--- config.mk ---
export PLATFORM = sky130hd
export DESIGN_NAME = rtc_reader
export DESIGN_NICKNAME = d
export VERILOG_FILES = /design/src/verilog/rtc_pkg.sv /design/src/verilog/rtc_bus_port.sv /design/src/verilog/rtc_read_sequencer.sv /design/src/verilog/time_regs.sv /design/src/verilog/rtc_reader.sv
export SDC_FILE = /design/constraint.sdc
export NUM_CORES = 1
export LEC_CHECK = 0
export BUFFER_PORTS_ARGS = -buffer_cell sky130_fd_sc_hd__buf_2
export CAP_MARGIN = 20
export CORE_ASPECT_RATIO = 1.1
export CORE_MARGIN = 4
export CORE_UTILIZATION = 45
export CTS_BUF_LIST = sky130_fd_sc_hd__clkbuf_8
export DETAILED_ROUTE_END_ITERATION = 8
export HOLD_SLACK_MARGIN = 0.12
export PLACE_DENSITY = 0.75
export SLEW_MARGIN = 20
export SYNTH_ARGS = -nofsm -noshare
export SYNTH_HDL_FRONTEND = slang
export SYNTH_SLANG_ARGS = --single-unit
--- constraint.sdc ---
create_clock -name clk -period 5.1 [get_ports clk]
set_input_delay 1.02 -clock clk [delete_from_list [all_inputs] [get_ports clk]]
set_output_delay 1.02 -clock clk [all_outputs]
set_load 0.02 [all_outputs]
--- src/verilog/rtc_pkg.sv ---
`default_nettype none

package rtc_pkg;

  ////////////////////////////////////////////////////////////////////////////
  // register slots
  ////////////////////////////////////////////////////////////////////////////

  typedef logic [3:0] reg_idx_t; // 0 = command read, 1..9 = time and timer bytes

  localparam int NUM_REGS = 9;

  localparam logic [7:0] CMD_ADDR = 8'hF0; // reading it latches the chip counters

  // sec, min, hour, day, month, year, tmr sec, tmr min, tmr hour
  localparam logic [7:0] REG_ADDR [1:NUM_REGS] = '{
    8'h21, 8'h22, 8'h23, 8'h24, 8'h25, 8'h26, 8'h31, 8'h32, 8'h33
  };

  // sequencer codes outside the 0..9 read range
  localparam reg_idx_t SEQ_FIN  = 4'd10;
  localparam reg_idx_t SEQ_IDLE = 4'd15;

  ////////////////////////////////////////////////////////////////////////////
  // chip bus timing
  ////////////////////////////////////////////////////////////////////////////

  localparam int ALE_CYCLES = 2; // address held with ale high
  localparam int RD_CYCLES  = 3; // rd_n low, byte taken in the last one

  localparam logic [1:0] PH_IDLE = 2'd0;
  localparam logic [1:0] PH_ADDR = 2'd1;
  localparam logic [1:0] PH_READ = 2'd2;

endpackage

`default_nettype wire

--- src/verilog/rtc_bus_port.sv ---
`default_nettype none

// one read cycle on the muxed address/data bus of the clock chip
module rtc_bus_port (
  input  wire        clk,
  input  wire        rst_n,
  input  wire        abort,
  input  wire        rd_req,
  input  wire  [7:0] rd_addr,
  output logic [7:0] rd_data,
  output logic       done,
  output logic       rtc_cs_n,
  output logic       rtc_ale,
  output logic       rtc_rd_n,
  output logic [7:0] rtc_ad_out,
  output logic       rtc_ad_oe,
  input  wire  [7:0] rtc_ad_in
);

  logic [1:0] phase;
  logic [1:0] cnt;       // cycles spent in the current phase
  logic       addr_last;
  logic       read_last;

  assign addr_last = (int'(cnt) == rtc_pkg::ALE_CYCLES - 1);
  assign read_last = (int'(cnt) == rtc_pkg::RD_CYCLES - 1);

  ////////////////////////////////////////////////////////////////////////////
  // phase control and pin drivers
  ////////////////////////////////////////////////////////////////////////////

  always_ff @(posedge clk) begin
    if (!rst_n || abort) begin
      phase      <= rtc_pkg::PH_IDLE;
      cnt        <= 2'd0;
      done       <= 1'b0;
      rtc_cs_n   <= 1'b1;
      rtc_ale    <= 1'b0;
      rtc_rd_n   <= 1'b1;
      rtc_ad_out <= 8'h00;
      rtc_ad_oe  <= 1'b0;
    end else begin
      done <= 1'b0;
      case (phase)
        rtc_pkg::PH_IDLE: begin
          if (rd_req) begin
            phase      <= rtc_pkg::PH_ADDR;
            cnt        <= 2'd0;
            rtc_cs_n   <= 1'b0;
            rtc_ale    <= 1'b1;
            rtc_ad_out <= rd_addr; // address goes out on the shared bus
            rtc_ad_oe  <= 1'b1;
          end
        end
        rtc_pkg::PH_ADDR: begin
          if (addr_last) begin
            phase     <= rtc_pkg::PH_READ;
            cnt       <= 2'd0;
            rtc_ale   <= 1'b0;
            rtc_ad_oe <= 1'b0; // turn the bus around before rd_n falls
            rtc_rd_n  <= 1'b0;
          end else begin
            cnt <= cnt + 2'd1;
          end
        end
        rtc_pkg::PH_READ: begin
          if (read_last) begin
            phase    <= rtc_pkg::PH_IDLE;
            cnt      <= 2'd0;
            done     <= 1'b1;
            rtc_cs_n <= 1'b1;
            rtc_rd_n <= 1'b1;
          end else begin
            cnt <= cnt + 2'd1;
          end
        end
        default: phase <= rtc_pkg::PH_IDLE;
      endcase
    end
  end

  // byte sampled on the last rd_n low cycle, valid with done
  always_ff @(posedge clk) begin
    if (phase == rtc_pkg::PH_READ && read_last) begin
      rd_data <= rtc_ad_in;
    end
  end

endmodule

`default_nettype wire

--- src/verilog/rtc_read_sequencer.sv ---
`default_nettype none

// polling FSM: command read, then the nine time/timer reads, forever
module rtc_read_sequencer (
  input  wire               clk,
  input  wire               rst_n,
  input  wire               start,
  output logic              busy,
  output logic              abort,
  output logic              rd_req,
  output logic        [7:0] rd_addr,
  input  wire               done,
  input  wire         [7:0] rd_data,
  output logic              wr_en,
  output rtc_pkg::reg_idx_t wr_idx,
  output logic        [7:0] wr_data,
  output logic              sweep_end
);

  // state code doubles as register index while a read is open
  rtc_pkg::reg_idx_t st;
  logic              issued;    // rd_req sent for this state
  logic              in_read;
  logic              issue;
  logic              got;
  logic        [7:0] next_addr;

  assign abort   = ~start;
  assign busy    = (st != rtc_pkg::SEQ_IDLE);
  assign in_read = (st != rtc_pkg::SEQ_IDLE) && (st != rtc_pkg::SEQ_FIN);
  assign issue   = in_read && !issued;
  assign got     = in_read && issued && done;

  always_comb begin
    next_addr = rtc_pkg::CMD_ADDR;
    if (st != 4'd0 && int'(st) <= rtc_pkg::NUM_REGS) begin
      next_addr = rtc_pkg::REG_ADDR[st];
    end
  end

  ////////////////////////////////////////////////////////////////////////////
  // state and strobes
  ////////////////////////////////////////////////////////////////////////////

  always_ff @(posedge clk) begin
    if (!rst_n || !start) begin // start low throws the sweep away
      st        <= rtc_pkg::SEQ_IDLE;
      issued    <= 1'b0;
      rd_req    <= 1'b0;
      wr_en     <= 1'b0;
      sweep_end <= 1'b0;
    end else begin
      rd_req    <= 1'b0;
      wr_en     <= 1'b0;
      sweep_end <= 1'b0;
      if (st == rtc_pkg::SEQ_IDLE) begin
        st     <= 4'd0;
        issued <= 1'b0;
      end else if (st == rtc_pkg::SEQ_FIN) begin
        sweep_end <= 1'b1;
        st        <= 4'd0; // keep polling
        issued    <= 1'b0;
      end else if (issue) begin
        rd_req <= 1'b1;
        issued <= 1'b1;
      end else if (got) begin
        issued <= 1'b0;
        wr_en  <= (st != 4'd0); // command byte is dropped
        if (int'(st) == rtc_pkg::NUM_REGS) begin
          st <= rtc_pkg::SEQ_FIN;
        end else begin
          st <= st + 4'd1;
        end
      end
    end
  end

  ////////////////////////////////////////////////////////////////////////////
  // address and write payload
  ////////////////////////////////////////////////////////////////////////////

  always_ff @(posedge clk) begin
    if (issue) begin
      rd_addr <= next_addr; // held until done
    end
    if (got) begin
      wr_idx  <= st;
      wr_data <= rd_data;
    end
  end

endmodule

`default_nettype wire

--- src/verilog/time_regs.sv ---
`default_nettype none

// staging store for one sweep, published as a single snapshot
module time_regs (
  input  wire               clk,
  input  wire               rst_n,
  input  wire               abort,
  input  wire               wr_en,
  input  rtc_pkg::reg_idx_t wr_idx,
  input  wire         [7:0] wr_data,
  input  wire               sweep_end,
  output logic        [7:0] sec,
  output logic        [7:0] min,
  output logic        [7:0] hour,
  output logic        [7:0] day,
  output logic        [7:0] month,
  output logic        [7:0] year,
  output logic        [7:0] tmr_sec,
  output logic        [7:0] tmr_min,
  output logic        [7:0] tmr_hour,
  output logic              time_valid
);

  logic [7:0]                 stage [1:rtc_pkg::NUM_REGS];
  logic [1:rtc_pkg::NUM_REGS] mask;    // slots written this sweep
  logic                       slot_ok;
  logic                       publish;

  assign slot_ok = wr_en && (wr_idx != 4'd0) && (int'(wr_idx) <= rtc_pkg::NUM_REGS);
  assign publish = sweep_end && (&mask) && !abort;

  always_ff @(posedge clk) begin
    if (slot_ok) begin
      stage[wr_idx] <= wr_data;
    end
  end

  always_ff @(posedge clk) begin
    if (!rst_n || abort) begin
      mask <= '0;
    end else if (sweep_end) begin
      mask <= '0; // next sweep starts empty
    end else if (slot_ok) begin
      mask[wr_idx] <= 1'b1;
    end
  end

  ////////////////////////////////////////////////////////////////////////////
  // published snapshot
  ////////////////////////////////////////////////////////////////////////////

  always_ff @(posedge clk) begin
    if (!rst_n) begin
      sec        <= 8'h00;
      min        <= 8'h00;
      hour       <= 8'h00;
      day        <= 8'h00;
      month      <= 8'h00;
      year       <= 8'h00;
      tmr_sec    <= 8'h00;
      tmr_min    <= 8'h00;
      tmr_hour   <= 8'h00;
      time_valid <= 1'b0;
    end else begin
      time_valid <= publish;
      if (publish) begin // all nine change together
        sec      <= stage[1];
        min      <= stage[2];
        hour     <= stage[3];
        day      <= stage[4];
        month    <= stage[5];
        year     <= stage[6];
        tmr_sec  <= stage[7];
        tmr_min  <= stage[8];
        tmr_hour <= stage[9];
      end
    end
  end

endmodule

`default_nettype wire

--- src/verilog/rtc_reader.sv ---
`default_nettype none

module rtc_reader (
  input  wire        clk,
  input  wire        rst_n,
  input  wire        start,
  output logic       busy,
  output logic [7:0] sec,
  output logic [7:0] min,
  output logic [7:0] hour,
  output logic [7:0] day,
  output logic [7:0] month,
  output logic [7:0] year,
  output logic [7:0] tmr_sec,
  output logic [7:0] tmr_min,
  output logic [7:0] tmr_hour,
  output logic       time_valid,
  output logic       rtc_cs_n,
  output logic       rtc_ale,
  output logic       rtc_rd_n,
  output logic [7:0] rtc_ad_out,
  output logic       rtc_ad_oe,
  input  wire  [7:0] rtc_ad_in
);

  logic              abort;
  logic              rd_req;
  logic        [7:0] rd_addr;
  logic        [7:0] rd_data;
  logic              done;
  logic              wr_en;
  rtc_pkg::reg_idx_t wr_idx;
  logic        [7:0] wr_data;
  logic              sweep_end;

  ////////////////////////////////////////////////////////////////////////////
  // sequencer, chip bus, snapshot
  ////////////////////////////////////////////////////////////////////////////

  rtc_read_sequencer u_seq (
    .clk       (clk),
    .rst_n     (rst_n),
    .start     (start),
    .busy      (busy),
    .abort     (abort),
    .rd_req    (rd_req),
    .rd_addr   (rd_addr),
    .done      (done),
    .rd_data   (rd_data),
    .wr_en     (wr_en),
    .wr_idx    (wr_idx),
    .wr_data   (wr_data),
    .sweep_end (sweep_end)
  );

  rtc_bus_port u_bus (
    .clk        (clk),
    .rst_n      (rst_n),
    .abort      (abort),
    .rd_req     (rd_req),
    .rd_addr    (rd_addr),
    .rd_data    (rd_data),
    .done       (done),
    .rtc_cs_n   (rtc_cs_n),
    .rtc_ale    (rtc_ale),
    .rtc_rd_n   (rtc_rd_n),
    .rtc_ad_out (rtc_ad_out),
    .rtc_ad_oe  (rtc_ad_oe),
    .rtc_ad_in  (rtc_ad_in)
  );

  time_regs u_regs (
    .clk        (clk),
    .rst_n      (rst_n),
    .abort      (abort),
    .wr_en      (wr_en),
    .wr_idx     (wr_idx),
    .wr_data    (wr_data),
    .sweep_end  (sweep_end),
    .sec        (sec),
    .min        (min),
    .hour       (hour),
    .day        (day),
    .month      (month),
    .year       (year),
    .tmr_sec    (tmr_sec),
    .tmr_min    (tmr_min),
    .tmr_hour   (tmr_hour),
    .time_valid (time_valid)
  );

endmodule

`default_nettype wire

# After elaboration in Yosys (flattened, before gate mapping)
# Memory sizes are Yosys's and may differ from the RTL's. A register that Yosys moved wholly into a read port is not among the register bits.
# Cells that the tools add are included.
op_classes:
  add_sub_neg: 2
  mul: 0
  div: 0
  n_lt_le_gt_ge: 4
  eq_ne: 13
  n_shift: 0
  n_mux: 29
  bitwise_logic: 6
  reduce_logical: 48
ops:
  columns: ["operator", "n"]
  rows:
  - ["2-to-1 mux 4 bit", 5]
  - ["logical NOT 1 bit", 13]
  - ["== test 4 bit (second input constant)", 3]
  - ["2-to-1 mux 1 bit", 12]
  - ["2-to-1 mux 2 bit", 6]
  - ["one-hot mux 2 bit (3 select lines)", 2]
  - ["AND reduction 3 bit", 4]
  - ["logical AND 1 bit", 11]
  - ["NOT 4 -> 5 bit", 2]
  - ["bitwise OR 9 bit", 1]
  - ["AND reduction 9 bit", 1]
  - ["less-or-equal comparator 4 bit (second input constant)", 2]
  - ["inequality test 4 bit (second input constant)", 2]
  - ["nonzero test 2 bit", 4]
  - ["nonzero test 4 bit", 2]
  - ["== test 2 bit (second input constant)", 3]
  - ["one-hot mux 1 bit (2 select lines)", 3]
  - ["AND reduction 2 bit", 3]
  - ["nonzero test 3 bit", 2]
  - ["OR reduction 2 bit", 3]
  - [">= comparator 5 bit (second input constant)", 1]
  - ["less-than comparator 5 x 1 -> 1 bit (second input constant)", 1]
  - ["OR reduction 5 bit", 1]
  - ["adder 4 x 1 -> 4 bit (second input constant)", 1]
  - ["other kinds (10)", 14]
totals:
  reg_bits: 54
  latchBits: 0
  mem_bits_rw: 72
  rom_bits: 128
  inputBits: 11
  output_inout_bits: 86
  wordCells: 121
  mem_count: 2
mem_list:
  columns: ["memory", "words", "word_bits", "read_ports", "rd_clocked_by_memory_dff", "wr", "line", "source"]
  rows:
  - ["(no name shown)", 16, 8, 1, 1, 0, "rtc_read_sequencer.sv:37", "next_addr = rtc_pkg::REG_ADDR[st];"]
  - ["u_regs.stage", 9, 8, 9, 9, 1, "time_regs.sv:24", "logic [7:0] stage [1:rtc_pkg::NUM_REGS];"]

# Depth between registers and ports, before layout
# Gate-level depths: netlist (run 1).
depth:
  word_depth: 8
  depth_mapped: 8
  mapped_depth_nobuf: 6

# Hierarchy
# Synthesis (run 1) repeated with hierarchy kept, for this count alone.
hier_totals:
  cells_unflattened: 601
  hier_area_um2: 7543.5
modules_own_cells:
  columns: ["module", "n_inst", "cells_each", "area_each_um2", "seq_area_each_um2"]
  rows:
  - ["time_regs", 1, 424, 5501.5, 3803.6]
  - ["rtc_read_sequencer", 1, 78, 1034.7, 660.6]
  - ["rtc_bus_port", 1, 99, 1007.2, 560.5]

# Worst setup path after synthesis (run 1)
# Ideal clock, no wire load.
synth_timing:
  kind: "register to output"
  start: "reg u_seq.st[0]"
  end: "out busy"
  t_arrival_ns: 0.973
  required_time_ns: 4.080
  setup_slack_ns: 3.107
  path_stages_with_launch: 4
  path_cell_list: "dfxtp_1 clkbuf_1 and2_1 nand3_1"
synth_between:
  elab_chain_len: 1
synth_lines:
  columns: ["element", "line", "source"]
  rows:
  - ["start, declared", "rtc_read_sequencer.sv:21", "rtc_pkg::reg_idx_t st;"]
  - ["start signal, assigned", "rtc_read_sequencer.sv:47", "st <= rtc_pkg::SEQ_IDLE;"]
  - ["start signal, assigned", "rtc_read_sequencer.sv:70", "st <= rtc_pkg::SEQ_FIN;"]
  - ["start signal, assigned", "rtc_read_sequencer.sv:72", "st <= st + 4'd1;"]
  - ["inequality test 4 bit", "rtc_read_sequencer.sv:29", "assign busy = (st != rtc_pkg::SEQ_IDLE);"]
  - ["end, declared", "rtc_reader.sv:7", "output logic busy,"]
# Every way passes these cells.

# Final worst setup path (run 1)
# Same ends and word-level chain as after synthesis.

==> results of run 1 <==
## stage by stage
stage	util [%]	instances	total power [mW]	setup WS, ns
global placement	49.8	849	1.81	2.22
detailed placement	49.8	849	1.82	2.14
finish	54.5	911	3.24	2.45
CTS	54.5	910	3.27	2.44
global route	54.5	911	3.36	2.33
floorplan	-	597	1.80	3.11
## kinds of logic (layout without fill, tap and decap cells)
| kind of cell | after synthesis | after routing | share of synthesized area, % |
|---|---|---|---|
| other | 1 | 1 | 0.0538 |
| buffers and inverters | 50 | 168 | 3.32 |
| XOR/XNOR | 2 | 2 | 0.251 |
| AO/OA/AOI/OAI | 113 | 113 | 8.80 |
| AND/OR/NAND/NOR | 223 | 223 | 14.7 |
| multiplexers | 1 | 1 | 0.144 |
| adder cells (fa/ha/maj) | 6 | 6 | 1.08 |
| flip-flops | 201 | 201 | 71.7 |
## power by group
group	switching [mW]	total, mW	internal (mW)
Clock	0.614	1.45	0.840
Sequential	0.0133	1.71	1.69
Combinational	0.0565	0.0781	0.0216
## cells in the mapped netlist, drive strengths merged
master and count:
clkbuf 29, edfxtp 97, o2bb2ai 1, a21oi 12, nor2 20, nor3 9, a211oi 1, nand3 81
nand4 2, nor4b 1, a311oi 1, xor2 2, conb 1, nand2b 5, dfxtp 104, a32o 1
nor2b 1, a221o 1, or3b 1, o21a 9, o21ai 84, and2 4, nand4b 1, nand2 93
ha 6, or2 1, o22ai 2, inv 7, a21boi 1, buf 14, nand3b 4, mux2i 1
## registers in the layout, indices dropped and copies added, names as in the netlist, 2 cells and up
name              flops
u_bus.rtc_ad_out      6
u_regs.tmr_min        8
u_regs.day            8
u_regs.hour           8
u_seq.wr_idx          4
u_regs.mask           9
u_regs.tmr_sec        8
u_bus.cnt             2
u_seq.rd_addr         5
u_regs.sec            8
u_bus.rd_data         8
u_regs.month          8
u_regs.tmr_hour       8
u_seq.st              4
u_bus.phase           2
u_seq.wr_data         8
u_regs.year           8
u_regs.stage         72
u_regs.min            8
## area by class of cell
class	instances	area, um^2	area share (%)
timing repair buffer	100	532	6.45
inverter	7	26.3	0.319
clock inverter	23	180	2.19
sequential	201	4990	60.6
multi-input combinational	346	1740	21.1
tap	196	245	2.97
clock buffer	38	523	6.34
## worst min-delay path by stage
stage	endpoint	cells past startpoint	from	slack, ns
after floorplan	u_seq.wr_data[0]	0	u_bus.rd_data[0]	0.40
after detailed placement	u_seq.wr_data[2]	0	u_bus.rd_data[2]	0.40
after global placement	u_seq.wr_data[4]	0	u_bus.rd_data[4]	0.41
final	u_seq.wr_data[2]	0	u_bus.rd_data[2]	0.41
after global routing	u_seq.wr_data[2]	0	u_bus.rd_data[2]	0.42
after CTS	u_seq.wr_data[7]	0	u_bus.rd_data[7]	0.41
## layer usage
metal	vias to the layer above	GRT usage [%]
met3	38	4.40
met1	2176	19.5
met4	0	5.65
met2	157	26.7
met5	-	0
li1	2289	-
## cells in the final DEF, fill, tap and decap left out, types with 2 or more instances in the layout
cell and count:
sky130_fd_sc_hd__inv_1 17, sky130_fd_sc_hd__nand3_1 81, sky130_fd_sc_hd__clkinv_1 3, sky130_fd_sc_hd__o21ai_1 12, sky130_fd_sc_hd__nand2b_1 5, sky130_fd_sc_hd__nand2_1 93
sky130_fd_sc_hd__nand4_1 2, sky130_fd_sc_hd__and2_1 4, sky130_fd_sc_hd__clkinv_2 5, sky130_fd_sc_hd__o22ai_1 2, sky130_fd_sc_hd__o21ai_0 72, sky130_fd_sc_hd__o21a_1 9
sky130_fd_sc_hd__buf_2 94, sky130_fd_sc_hd__xor2_1 2, sky130_fd_sc_hd__edfxtp_1 97, sky130_fd_sc_hd__bufinv_16 3, sky130_fd_sc_hd__ha_1 6, sky130_fd_sc_hd__clkbuf_8 38
sky130_fd_sc_hd__a21oi_1 12, sky130_fd_sc_hd__dfxtp_1 104, sky130_fd_sc_hd__buf_4 4, sky130_fd_sc_hd__nor3_1 8, sky130_fd_sc_hd__nand3b_1 4, sky130_fd_sc_hd__nor2_1 20
## critical path: cells and delay by family, from the launching register on
family / cells / cell delay, ns
flip-flops: 1 / 0.55
AND/OR/NAND/NOR: 2 / 0.39
buffers and inverters: 1 / 0.19
==> flow_summary.yaml, run 1 <==
setup_path:
  worstPathMaxFanout: 11
  cp_slowest_stage_delay_ns: 0.55
  timing.critical_path.to: "busy"
  r2r.worst_path.cells: 5
  worst_ep_required_time_ns: 4.08
  reg2reg_setup_slack_ns: 2.93
  critical_path.endpoint_type: "primary output"
  path_class: "reg -> out"
  critPathLaunch: "u_seq.st[0]"
  startpoint_class_of_the_critical_path: "flip-flop"
  cp_cell_sequence: "and2_1 > nand3_1 > buf_2"
  timing.critical_path.slowest_stage_cell: "sky130_fd_sc_hd__dfxtp_1"
  arrival_ns: 1.63
  reg2reg_from: "u_regs.mask[5]"
  worstReg2RegEnd: "u_regs.month[2]"
clock_tree:
  postCtsSetupRepairBufs: 0
  clock_tree_from_tritoncts: "done"
  cts-resized-gates: 0
  clk_root_buffer_cell: "sky130_fd_sc_hd__clkbuf_8"
  clk_pin_slew_ns: 0.06
  numClockSinks: 201
  cts.hold.buffers_added: 0
  cts_made_buffers: 34
  clk_path_buf_depth: 3
  cts-htree-levels: 2
  clk-insertion-delay-late_ns: 0.50
detailed_routing:
  wirelength_mm: 14.2
  drtIter0Drc: 296
  post_route_ant_nets: 0
  met2_wirelength_mm: 6.92
  remaining_design_rule_violation_count: 0
  vias_per_cell: 5.12
  drt-pass1-iter-count: 4
  route.top_layer_used: "met4"
  detailed_route_wirelength_on_metal3_um: 883
  met1Wirelength_mm: 5.97
  via_count: 4660
  detail_route.wl_per_cell_um: 15.5
flow_run:
  drv.max_cap_violation_count: 0
power_and_ir_drop:
  worst_ir_drop_vdd_uv: 205
  power_leakage_nw: 3.11
  power_density_nw_per_um2: 393
synth:
  avgSynthCellArea_um2: 11.7
  syn-instance-count: 597
  synth_warnings: 0
  synth_area_um2: 6970
  synth_sequential_area_ratio_pct: 71.7
  synthesis.nets: 614
  synth_largest_area_cell: "sky130_fd_sc_hd__edfxtp_1"
  netlist.area_leader.share_pct: 41.8
  yosysUniqueCellTypes: 36
  synth-seq-cells: 201
  netlist_top_cells_area: "sky130_fd_sc_hd__edfxtp_1 42%, sky130_fd_sc_hd__dfxtp_1 30%, sky130_fd_sc_hd__nand3_1 5.8%"
status:
  run_status: "finished, final reports clean"
place:
  place_congestion: 0.782
  port_buffers: 95
  placedInstanceArea_um2: 7530
  hpwl_mm: 9.12
timing:
  final_layout_worst_hold_slack_ns: 0.406
  final_hold_viol_count: 0
  setup_repair_after_global_routing_missed_its_margin: "no"
  max_freq_ghz: 0.378
  max-slew-margin-rel_pct: 34.8
  finalMaxSlewViolations: 0
  finalCritPeriodShare_pct: 51.9
  worst_slew_pin_slew_ns: 0.974
  setup_violations: 0
  post-route-min-period_ns: 2.65
  setup_total_negative_slack_ns: 0
  fin_worst_skew_ns: 0.0225
floorplan:
  die_area_um2: 17500
  row_count: 47
  initial_cell_density_of_the_core_pct: 46.1
  design.core.area_um2: 15100
  num_io_pins: 97
  floorplan.die.width_um: 127
  die_height_um: 139
global_route:
  grt-ovfl-total: 0
  grt_antenna_before_repair: 0
  grt_start_max_net_pins: 118
  grt_pass1_vias: 4622
  grt_first_pass_wirelength_mm: 22.7
  grtUsageTotal_pct: 15.8
final_layout:
  layout_overhead_on_the_synthesized_area_pct: 18.3
  post_route_cells_drive_above_1_share_pct: 21.1
  final_cell_area_um2: 8240
  final_nets: 707
  antenna_fix_cells: 0
  nFillCells: 1290
hold_path:
  hold_class: "reg -> reg"
(Power assumes the default switching activity.)
==> run 2, diff against run 1 <==
--- a/config.mk
+++ b/config.mk
@@ -5,6 +5,7 @@
 export SDC_FILE = /design/constraint.sdc
 export NUM_CORES = 1
 export LEC_CHECK = 0
+export ABC_AREA = 1
 export BUFFER_PORTS_ARGS = -buffer_cell sky130_fd_sc_hd__buf_2
 export CAP_MARGIN = 20
 export CORE_ASPECT_RATIO = 1.1
==> constraint.sdc (replaced) <==
create_clock -name clk -period 2.7 [get_ports clk]
set_input_delay 0.54 -clock clk [delete_from_list [all_inputs] [get_ports clk]]
set_output_delay 0.54 -clock clk [all_outputs]
set_load 0.02 [all_outputs]
==> flow_summary.yaml, run 2 <==
final_layout:
  final_nets: 903
  layout_overhead_on_the_synthesized_area_pct: 16.9
  antenna_fix_cells: 0
  layout.cells.non_filler: 1117
  final_cell_area_um2: 8750
  layout.cells.most_common: "sky130_fd_sc_hd__nand2_1"
  post_route_cells_drive_above_1_share_pct: 20.8
  final-seq-area_um2: 4990
  nFillCells: 1469
  layout_common_cells: "188 x sky130_fd_sc_hd__nand2_1, 142 x sky130_fd_sc_hd__nor2_1, 125 x sky130_fd_sc_hd__inv_1"
  largest_reg_flops: 72
  regMostFlops: "u_regs.stage"
  largest_registers: "u_regs.stage: 72 flops, u_regs.mask: 9 flops"
  multi_input_gate_area_in_the_final_layout_um2: 1910
synth:
  synth-adder-area-share_pct: 1.00
  synth_simple_gate_area_share_pct: 22.1
  synth_warnings: 0
  yosys.cell_count.top_type: "sky130_fd_sc_hd__nand2_1"
  syn-instance-count: 778
  synth_sequential_area_ratio_pct: 66.7
  synth-seq-cells: 201
  asyncSetResetFlopFracSynth_pct: 0
  synth_compound_gate_area_share_pct: 2.19
  avgSynthCellArea_um2: 9.62
  netlist.area_leader.share_pct: 38.9
  synth_largest_area_cell: "sky130_fd_sc_hd__edfxtp_1"
  dominantRegCellSynth: "sky130_fd_sc_hd__dfxtp_1"
  synth_area_um2: 7490
  share_of_the_synthesized_netlist_area_taken_by_xor_and_xnor_gates_pct: 0
  synth.area.mux_share_pct: 0
  synthesis.nets: 795
  netlist_top_cells_area: "sky130_fd_sc_hd__edfxtp_1 39%, sky130_fd_sc_hd__dfxtp_1 28%, sky130_fd_sc_hd__nand2_1 9.4%"
  dominant_combinational_cell_family_by_area_after_synthesis: "simple AND/OR/NAND/NOR gates"
  synth_edf_count: 97
  synth.cells.most_frequent: "188 x sky130_fd_sc_hd__nand2_1, 142 x sky130_fd_sc_hd__nor2_1, 109 x sky130_fd_sc_hd__inv_1"
  yosysUniqueCellTypes: 22
setup_path:
  worstReg2RegEnd: "u_regs.stage[5][2]"
  reg2reg_setup_slack_ns: 0.82
  arrival_ns: 1.52
  r2r.worst_path.cells: 3
  worstPathMaxFanout: 9
  worst_ep_required_time_ns: 2.16
  critical_path.endpoint_type: "primary output"
  reg2reg_from: "u_seq.wr_idx[3]"
  startpoint_class_of_the_critical_path: "flip-flop"
  path_class: "reg -> out"
power_and_ir_drop:
  power_density_nw_per_um2: 675
  comb_power_share_pct: 3.5
  power_leakage_nw: 4.11
  power.share.switching_pct: 22.5
  power.sequential.fraction_pct: 54.8
  worst_ir_drop_vdd_uv: 390
  power.share.clock_pct: 41.7
  switchingPower_mw: 1.33
  totalPowerFinal_mw: 5.90
  internal_power_mw: 4.58
timing:
  post-route-min-period_ns: 2.06
  max-slew-margin-rel_pct: 46.7
  finalCritPeriodShare_pct: 76.3
  setup_total_negative_slack_ns: 0
  max_freq_ghz: 0.486
  setup_repair_after_global_routing_missed_its_margin: "no"
  setup_violations: 0
  fin_worst_skew_ns: 0.0258
  finalMaxSlewViolations: 0
  final_hold_viol_count: 0
  final_layout_worst_hold_slack_ns: 0.222
  worst_slew_pin_slew_ns: 0.799
detailed_routing:
  drt-pass1-iter-count: 4
  via_count: 5030
  vias_per_cell: 4.50
  drtIter0Drc: 266
  remaining_design_rule_violation_count: 0
  post_route_ant_nets: 0
  detail_route.wl_per_cell_um: 12.8
  wirelength_mm: 14.2
floorplan:
  die_area_um2: 18800
  initial_cell_density_of_the_core_pct: 45.7
  row_count: 49
  die_height_um: 143
  floorplan.die.width_um: 131
  design.core.area_um2: 16400
  num_io_pins: 97
clock_tree:
  cts_made_buffers: 35
  numClockSinks: 201
  cts-htree-levels: 2
  clock_tree_from_tritoncts: "done"
  clk_path_buf_depth: 3
  clk_root_buffer_cell: "sky130_fd_sc_hd__clkbuf_8"
  cts.hold.buffers_added: 0
  cts-resized-gates: 0
  clk_pin_slew_ns: 0.06
  clk-insertion-delay-late_ns: 0.51
  postCtsSetupRepairBufs: 0
global_route:
  grt-ovfl-total: 0
  grt_pass1_vias: 4726
  grt_start_max_net_pins: 74
  grt_antenna_before_repair: 0
  grt_first_pass_wirelength_mm: 23.1
  grtUsageTotal_pct: 15.7
place:
  placedInstanceArea_um2: 8110
  cell_total_after_placement: 1053
  place_congestion: 0.815
  hpwl_mm: 9.09
  port_buffers: 95
hold_path:
  worst_hold_depth: 1
  startpoint_of_the_worst_hold_path: "rtc_ad_in[0]"
  hold_class: "in -> reg"
  worst_hold_path.endpoint: "u_bus.rd_data[0]"
flow_run:
  drv.max_cap_violation_count: 0
status:
  run_status: "finished, final reports clean"
==> run 2: final cells by class <==
type / count / share of cell area, %
Clock buffer: 38 / 5.98
Clock inverter: 26 / 1.30
Inverter: 110 / 4.72
Multi-Input combinational cell: 438 / 21.8
Sequential cell: 201 / 57.1
Tap cell: 204 / 2.92
Timing Repair Buffer: 100 / 6.15
==> run 2: metrics by stage <==
| stage | worst slack (ns) | util [%] |
|---|---|---|
| detailed placement | 0.636 | 49.6 |
| CTS | 0.607 | 53.4 |
| floorplan | 0.831 | - |
| global placement | 0.680 | 49.6 |
| finish | 0.641 | 53.4 |
| global route | 0.489 | 53.4 |
==> run 2: critical path, cell delays in order (launching register included) <==
cell and delay [ns]:
sky130_fd_sc_hd__dfxtp_1 0.47, sky130_fd_sc_hd__nand2_1 0.11, sky130_fd_sc_hd__inv_1 0.11, sky130_fd_sc_hd__nand2_2 0.14, sky130_fd_sc_hd__buf_2 0.19
==> run 2: worst max path at each step <==
| stage | startpoint | to | slack (ns) | cells after the start |
|---|---|---|---|---|
| detailed placement | start | u_regs.min[1] | 0.64 | 8 |
| global route | u_seq.st[1] | busy | 0.49 | 4 |
| floorplan | u_seq.wr_idx[3] | u_regs.stage[6][0] | 0.83 | 3 |
| global placement | start | u_regs.min[3] | 0.68 | 8 |
| CTS | u_seq.st[1] | busy | 0.61 | 4 |
| finish | u_seq.st[1] | busy | 0.64 | 4 |
==> run 2: kinds of logic (layout without fill, tap and decap cells) <==
group	count (synthesis)	count (layout)
AOI/OAI and AO/OA	31	31
adders and majority gates	6	6
buffers and inverters	139	274
DFF	201	201
other	1	1
and+or+nand+nor	400	400
==> run 2: per-layer routing <==
metal  share of wire [%]  global-route usage, %  vias to the layer above
li1                    -                      -                     2619
met1                  44                   19.3                     2253
met2                  49                   26.1                      128
met3                 5.3                   4.00                       30
met4                 2.5                   6.44                        0
met5                   0                      0                        -
==> run 2: power by group through the flow <==
stage,sequential (mW),clock [mW],combinational [mW]
after floorplan,3.30,0,0.153
after global placement,3.30,0,0.205
after detailed placement,3.30,0,0.208
after CTS,3.23,2.55,0.211
after global routing,3.24,2.70,0.241
final,3.23,2.46,0.209
